### config.mk
export PLATFORM = sky130hd
export DESIGN_NAME = ma_stage
export DESIGN_NICKNAME = d
export VERILOG_FILES = /design/src/verilog/ma_pkg.sv /design/src/verilog/load_format.sv /design/src/verilog/mem_wait_timer.sv /design/src/verilog/ma_sequencer.sv /design/src/verilog/ma_stage.sv
export SDC_FILE = /design/constraint.sdc
export NUM_CORES = 1
export LEC_CHECK = 0
export ABC_AREA = 1
export BUFFER_PORTS_ARGS = -buffer_cell sky130_fd_sc_hd__buf_2
export CORE_UTILIZATION = 29
export DETAILED_ROUTE_END_ITERATION = 8
export HOLD_SLACK_MARGIN = 0.08
export PLACE_DENSITY_LB_ADDON = 0.08
export SLEW_MARGIN = 30
export SYNTH_ARGS = -nofsm -noshare
export SYNTH_HDL_FRONTEND = slang
export SYNTH_SLANG_ARGS = --single-unit
### constraint.sdc
create_clock -name buf_avail -period 4.7 [get_ports buf_avail]
set_input_delay 0.94 -clock buf_avail [delete_from_list [all_inputs] [get_ports buf_avail]]
set_output_delay 0.94 -clock buf_avail [all_outputs]
set_load 0.03 [all_outputs]
### src/verilog/ma_pkg.sv
`default_nettype none

package ma_pkg;

    localparam int DATA_W    = 32;
    localparam int ADDR_W    = 32;
    localparam int RAM_WORDS = 256;
    localparam int MEM_LAT   = 2;
    localparam int IDX_W     = 5;
    // latency counter width, holds 0..MEM_LAT
    localparam int LAT_W     = $clog2(MEM_LAT + 1);

    // access code from the execute stage
    typedef enum logic [1:0] {
        OP_NONE   = 2'b00,
        OP_STORE  = 2'b01,
        OP_LOAD_S = 2'b10,
        OP_LOAD_U = 2'b11
    } ma_op_e;

    // 2'b10 is illegal
    typedef enum logic [1:0] {
        LEN_BYTE = 2'b00,
        LEN_HALF = 2'b01,
        LEN_WORD = 2'b11
    } ma_len_e;

    typedef struct packed {
        ma_op_e              op;
        ma_len_e             len;
        logic [ADDR_W-1:0]   addr;
        logic [DATA_W-1:0]   din;
        logic                wb_e;
        logic [IDX_W-1:0]    wb_idx;
    } ma_req_t;

    typedef struct packed {
        logic                wb_e;
        logic [IDX_W-1:0]    wb_idx;
        logic [DATA_W-1:0]   value;
    } ma_wb_t;

    typedef struct packed {
        logic [IDX_W-1:0]    idx;
        logic [DATA_W-1:0]   value;
    } ma_fwd_t;

    typedef struct packed {
        logic                re;
        logic                we;
        ma_len_e             len;
        logic [ADDR_W-1:0]   addr;
        logic [DATA_W-1:0]   wdata;
    } mem_cmd_t;

    // one memory word, seen as byte lanes or half lanes
    typedef union packed {
        logic [3:0][7:0]     byte_lane;
        logic [1:0][15:0]    half_lane;
    } mem_word_u;

endpackage

`default_nettype wire

### src/verilog/load_format.sv
`timescale 1ns/100ps
`default_nettype none

module load_format (
    input  wire ma_pkg::mem_word_u       word,
    input  wire logic [1:0]              addr_lo,
    input  wire ma_pkg::ma_len_e         len,
    input  wire logic                    is_signed,
    output logic [ma_pkg::DATA_W-1:0]    value
);
    import ma_pkg::*;

    logic [7:0]  lane_b;
    logic [15:0] lane_h;
    logic        ext_b;
    logic        ext_h;

    // lane select from the low address bits
    assign lane_b = word.byte_lane[addr_lo];
    assign lane_h = word.half_lane[addr_lo[1]];

    // fill bit is zero for unsigned loads
    assign ext_b = is_signed & lane_b[7];
    assign ext_h = is_signed & lane_h[15];

    always_comb begin
        case (len)
            LEN_BYTE: begin
                value = {{(DATA_W-8){ext_b}}, lane_b};
            end
            LEN_HALF: begin
                value = {{(DATA_W-16){ext_h}}, lane_h};
            end
            LEN_WORD: begin
                value = word;
            end
            default: begin
                // illegal length, pass the raw word
                value = word;
            end
        endcase
    end

endmodule

`default_nettype wire

### src/verilog/mem_wait_timer.sv
`timescale 1ns/100ps
`default_nettype none

module mem_wait_timer (
    input  wire logic  buf_avail,
    input  wire logic  rst,
    input  wire logic  start,
    output logic       done
);
    import ma_pkg::*;

    logic [LAT_W-1:0] cnt;

    // zero means idle, so the last count is the one where done fires
    assign done = (cnt == LAT_W'(1));

    always_ff @(posedge buf_avail or posedge rst) begin
        if (rst) begin
            cnt <= '0;
        end else if (start) begin
            cnt <= LAT_W'(MEM_LAT);
        end else if (cnt != '0) begin
            cnt <= cnt - 1'b1;
        end
    end

    // the sequencer must not restart a running count
    a_no_restart: assert property (@(posedge buf_avail) disable iff (rst)
        start |-> (cnt == '0))
        else $error("timer started while counting, cnt=%0d", cnt);

endmodule

`default_nettype wire

### src/verilog/ma_sequencer.sv
`timescale 1ns/100ps
`default_nettype none

module ma_sequencer (
    input  wire logic             buf_avail,
    input  wire logic             rst,
    input  wire logic             in_avail,
    input  wire ma_pkg::ma_op_e   op,
    input  wire logic             wb_full,
    input  wire logic             wait_done,
    output logic                  buf_re,
    output logic                  capture,
    output logic                  mem_re,
    output logic                  mem_we,
    output logic                  timer_start,
    output logic                  load_capture,
    output logic                  buf_we,
    output logic                  holding_load
);
    import ma_pkg::*;

    typedef enum logic [1:0] {
        IDLE   = 2'b00,
        ACCESS = 2'b01,
        WAIT   = 2'b10,
        PUSH   = 2'b11
    } seq_state_e;

    seq_state_e state;
    seq_state_e state_nx;
    ma_op_e     cur_op;
    logic       is_load;

    assign is_load = (cur_op == OP_LOAD_S) || (cur_op == OP_LOAD_U);

    // pop the head entry whenever idle and the buffer has one
    assign buf_re  = (state == IDLE) && in_avail;
    assign capture = buf_re;

    assign mem_re       = (state == ACCESS) && is_load;
    assign mem_we       = (state == ACCESS) && (cur_op == OP_STORE);
    assign timer_start  = (state == ACCESS) && (cur_op != OP_NONE);
    assign load_capture = (state == WAIT) && wait_done && is_load;

    // push waits out back-pressure in PUSH
    assign buf_we       = (state == PUSH) && !wb_full;
    assign holding_load = (state == PUSH) && is_load;

    always_comb begin
        state_nx = state;
        case (state)
            IDLE: begin
                if (in_avail) begin
                    state_nx = ACCESS;
                end
            end
            ACCESS: begin
                // none ops skip the memory entirely
                state_nx = (cur_op == OP_NONE) ? PUSH : WAIT;
            end
            WAIT: begin
                if (wait_done) begin
                    state_nx = PUSH;
                end
            end
            PUSH: begin
                if (!wb_full) begin
                    state_nx = IDLE;
                end
            end
            default: state_nx = IDLE;
        endcase
    end

    always_ff @(posedge buf_avail or posedge rst) begin
        if (rst) begin
            state  <= IDLE;
            cur_op <= OP_NONE;
        end else begin
            state <= state_nx;
            if (capture) begin
                cur_op <= op;
            end
        end
    end

    a_no_pop_and_push: assert property (@(posedge buf_avail) disable iff (rst)
        !(buf_re && buf_we))
        else $error("buf_re and buf_we high together");

    a_re_single: assert property (@(posedge buf_avail) disable iff (rst)
        buf_re |=> !buf_re)
        else $error("buf_re held two cycles");

    a_we_single: assert property (@(posedge buf_avail) disable iff (rst)
        buf_we |=> !buf_we)
        else $error("buf_we held two cycles");

    a_mem_single: assert property (@(posedge buf_avail) disable iff (rst)
        (mem_re || mem_we) |=> !(mem_re || mem_we))
        else $error("memory strobe held two cycles");

endmodule

`default_nettype wire

### src/verilog/ma_stage.sv
`timescale 1ns/100ps
`default_nettype none

module ma_stage (
    input  wire logic                buf_avail,
    input  wire logic                rst,
    input  wire logic                in_avail,
    input  wire ma_pkg::ma_req_t     in_req,
    output logic                     buf_re,
    input  wire logic                wb_full,
    output logic                     buf_we,
    output ma_pkg::ma_wb_t           wb_res,
    output ma_pkg::ma_fwd_t          fwd,
    output ma_pkg::mem_cmd_t         mem_cmd,
    input  wire ma_pkg::mem_word_u   mem_rdata
);
    import ma_pkg::*;

    ma_req_t             req_q;
    logic [DATA_W-1:0]   res_q;
    logic [DATA_W-1:0]   fmt_value;
    logic                capture;
    logic                mem_re;
    logic                mem_we;
    logic                timer_start;
    logic                wait_done;
    logic                load_capture;
    logic                holding_load;

    ma_sequencer seq_i (
        .buf_avail    (buf_avail),
        .rst          (rst),
        .in_avail     (in_avail),
        .op           (in_req.op),
        .wb_full      (wb_full),
        .wait_done    (wait_done),
        .buf_re       (buf_re),
        .capture      (capture),
        .mem_re       (mem_re),
        .mem_we       (mem_we),
        .timer_start  (timer_start),
        .load_capture (load_capture),
        .buf_we       (buf_we),
        .holding_load (holding_load)
    );

    mem_wait_timer timer_i (
        .buf_avail (buf_avail),
        .rst       (rst),
        .start     (timer_start),
        .done      (wait_done)
    );

    load_format fmt_i (
        .word      (mem_rdata),
        .addr_lo   (req_q.addr[1:0]),
        .len       (req_q.len),
        .is_signed (req_q.op == OP_LOAD_S),
        .value     (fmt_value)
    );

    // request held for the whole access
    always_ff @(posedge buf_avail) begin
        if (capture) begin
            req_q <= in_req;
        end
    end

    // none ops write back the execute result, loads the formatted word
    always_ff @(posedge buf_avail) begin
        if (capture && in_req.op == OP_NONE) begin
            res_q <= in_req.addr;
        end else if (load_capture) begin
            res_q <= fmt_value;
        end
    end

    always_comb begin
        mem_cmd.re    = mem_re;
        mem_cmd.we    = mem_we;
        mem_cmd.len   = req_q.len;
        mem_cmd.addr  = req_q.addr;
        mem_cmd.wdata = req_q.din;
    end

    always_comb begin
        wb_res.wb_e   = req_q.wb_e;
        wb_res.wb_idx = req_q.wb_idx;
        wb_res.value  = res_q;
    end

    // only a held load result is forwarded
    always_comb begin
        fwd.idx   = (holding_load && req_q.wb_e) ? req_q.wb_idx : '0;
        fwd.value = res_q;
    end

    a_push_not_full: assert property (@(posedge buf_avail) disable iff (rst)
        buf_we |-> !wb_full)
        else $error("buf_we pulsed while wb_full high");

endmodule

`default_nettype wire

==> results.yml <==
timing:
  fin_setup_tns_ps: 0
  skew_ps: 11.56
  fin_crit_ps: 2813
  finalMaxSlewViolations: 0
  period_share_pct: 59.85
  max-slew-margin-rel_pct: 42.57
  worst_pin_slew_ps: 858.4
  maxClockFrequency_mhz: 355.5
  setup_viol: 0
  rsz0062_at_grt: "no"
  finalHoldViolCount: 0
floorplan:
  die_x_um: 140.9
  fp-row-count: 50
  ios: 255
  core-area_sq_um: 18830
  die_y_um: 140.9
  start_util_pct: 29.69
  die_area_sq_um: 19840
global_routing:
  busiest_layer: "met2"
  grt.total_usage_pct: 14.37
  use_met3_pct: 2.649
  grt_use_met1_pct: 17.63
  grt_first_pass_wirelength_mm: 21.27
  grt_pass1_vias: 3769
  grt_max_degree: 54
  grt_use_met2_pct: 24.98
  antenna_found_initial: 0
  grt-ovfl-total: 0
clock_network:
  cts_inserted_buffers: 9
  cts.sinks: 112
  htreeDepth: 3
  path_clk_slew_ps: 80
  post_cts_buffers: 0
  cts_max_path_buffers: 2
  cts_root_buffer: "clkbuf_16"
  cts_tree: "done"
  cts_resized: 0
  hold_buffers: 0
  clk_latency_ps: 350
outcome:
  status: "finished, final reports clean"
critical_path:
  reg2reg_slack_ps: 2180
  startpoint_type: "flip-flop"
  cp.required_ps: 3760
  cp_cell_sequence: "inv_1 -> ha_1 -> nand2_1 -> clkinv_2 -> buf_4 -> buf_2"
  critPathSlowestCell: "dfrtp_1"
  path_delay_family: "buffers and inverters"
  crit_path_end_kind: "primary output"
  path_class: "reg -> out"
  cp.arrival_ps: 1870
  crit_buf_inv: 4
  critPathMaxStageDelay_ps: 430
  crit_fanout: 27
placement:
  place_inst: 901
  gp_routability_congestion: 0.7593
  io_buffers: 254
  dp_hpwl_mm: 10.72
logic_synthesis:
  syn_nets: 621
  yosysUniqueCellTypes: 25
  syn_area_per_cell_sq_um: 11.09
  postSynthCellCount: 504
  yosysSeqAreaShare_pct: 59.61
  ys_warn_count: 0
  synth-seq-cells: 112
  synth_area_sq_um: 5592
final_layout:
  syn_to_final_growth_pct: 18.24
  regArea_sq_um: 3333
  instances_no_fill: 917
  multi_input_area_sq_um: 1221
  drive_gt1_share_pct: 44.82
  fin_nets: 769
  fill_cells: 1938
route:
  drc: 0
  antenna_left: 0
  post_drt_wl_per_cell_um: 15.57
  vias: 3806
  drtIter0Drc: 242
  routed_wl_mm: 14.28
  via_per_inst: 4.150
  drt_pass1_iterations: 4
power_and_ir_drop:
  ir_worst_vdd_mv: 0.1984
  pwr_density_cell_nw_per_um2: 491.1
  p_leak_uw: 0.002985
  power_uw: 3247
flow_run:
  maxCapViolCount: 0
hold_path:
  min_path_type: "in -> async"
## metrics by stage
step	hold slack (ps)	utilization [%]	instance area [sq um]	setup WS, ps
6_report	495.7	35.11	6611	1887
3_5_place_dp	524.8	33.61	6330	1831
5_1_grt	514.6	35.10	6609	1693
3_3_place_gp	497.6	33.61	6330	1893
4_1_cts	487.6	35.10	6609	1836
2_1_floorplan	477.5	-	5592	1146
## logic make-up (layout without fill, tap and decap cells)
kind of cell | Yosys count | after routing | synth area share (%)
other | 0 | 1 | 0
and+or+nand+nor | 144 | 144 | 10.90
adders and majority gates | 7 | 7 | 1.566
DFF | 112 | 112 | 59.61
buffers and inverters | 160 | 312 | 18.59
AOI/OAI and AO/OA | 81 | 81 | 9.331
## power breakdown
group	switching, uW	internal (uW)	total (uW)
registers	75.8	1340	1410
clock network	383	366	750
logic	787	297	1080
## metal layers
metal | vias up | part of all wire (%)
met5 | - | 0
met4 | 0 | 1.4
met3 | 11 | 5.0
met2 | 139 | 51
met1 | 1789 | 43
li1 | 1867 | -
## cells in the final DEF (no fill, tap or decap), drive strengths merged, types with 5 or more instances in the layout
master and instances:
buf 257, edfxtp 106, nand2 101, a21oi 51, inv 40, o21ai 29
nor2 29, nand3 11, clkbuf 9, ha 7, dfrtp 6, clkinv 5
## state kept, by name (all words and copies together) (netlist names)
register and count:
mem_cmd 66, res_q 32, wb_res 6, req_q 2, seq_i.cur_op 2, seq_i.state 2, timer_i.cnt 2
## area by class of cell
cell class	count	share of cell area, %
multi-input combinational	232	18.47
inverter	40	2.366
timing repair buffer	257	19.57
clock buffer	9	3.407
antenna	1	0.03785
clock inverter	6	0.8138
tap	260	4.921
sequential	112	50.42
## worst paths after layout
| check | cells past startpoint | to | start |
|---|---|---|---|
| worst max register to register | 10 | res_q[2]$_DFFE_PP_ | seq_i.state[0]$_DFFE_PP0P_ |
| max in group asynchronous | 2 | timer_i.cnt[1]$_DFFE_PP0P_ | rst |
| worst min register to register | 2 | timer_i.cnt[1]$_DFFE_PP0P_ | timer_i.cnt[1]$_DFFE_PP0P_ |
| worst max-delay path | 6 | buf_re | seq_i.state[0]$_DFFE_PP0P_ |
| worst min-delay path | 2 | seq_i.cur_op[1]$_DFFE_PP0P_ | rst |
| min in group buf_avail | 2 | timer_i.cnt[1]$_DFFE_PP0P_ | timer_i.cnt[1]$_DFFE_PP0P_ |
## synth_stat cells
library cell  number  share of area [%]
dfrtp_1            6                2.7
a21oi_1           41                3.7
nand4_1            1               0.11
nand3_1           10               0.90
buf_2              7               0.63
nand3_2            1               0.18
buf_12             1               0.36
ha_1               7                1.6
clkinv_4           1               0.16
nand2_4            1               0.20
inv_1             35                2.3
buf_4            107                 14
clkbuf_1           4               0.27
nor3_1             2               0.18
o21ai_0           29                2.6
buf_6              1               0.20
inv_2              4               0.27
nand2_2            2               0.22
nand2_8            1               0.36
nand2_1           97                6.5
nor2_1            28                1.9
nor2_8             1               0.36
a21oi_4           10                2.9
edfxtp_1         106                 57
o22a_1             1               0.16
Power figures use the tool's default switching activity.
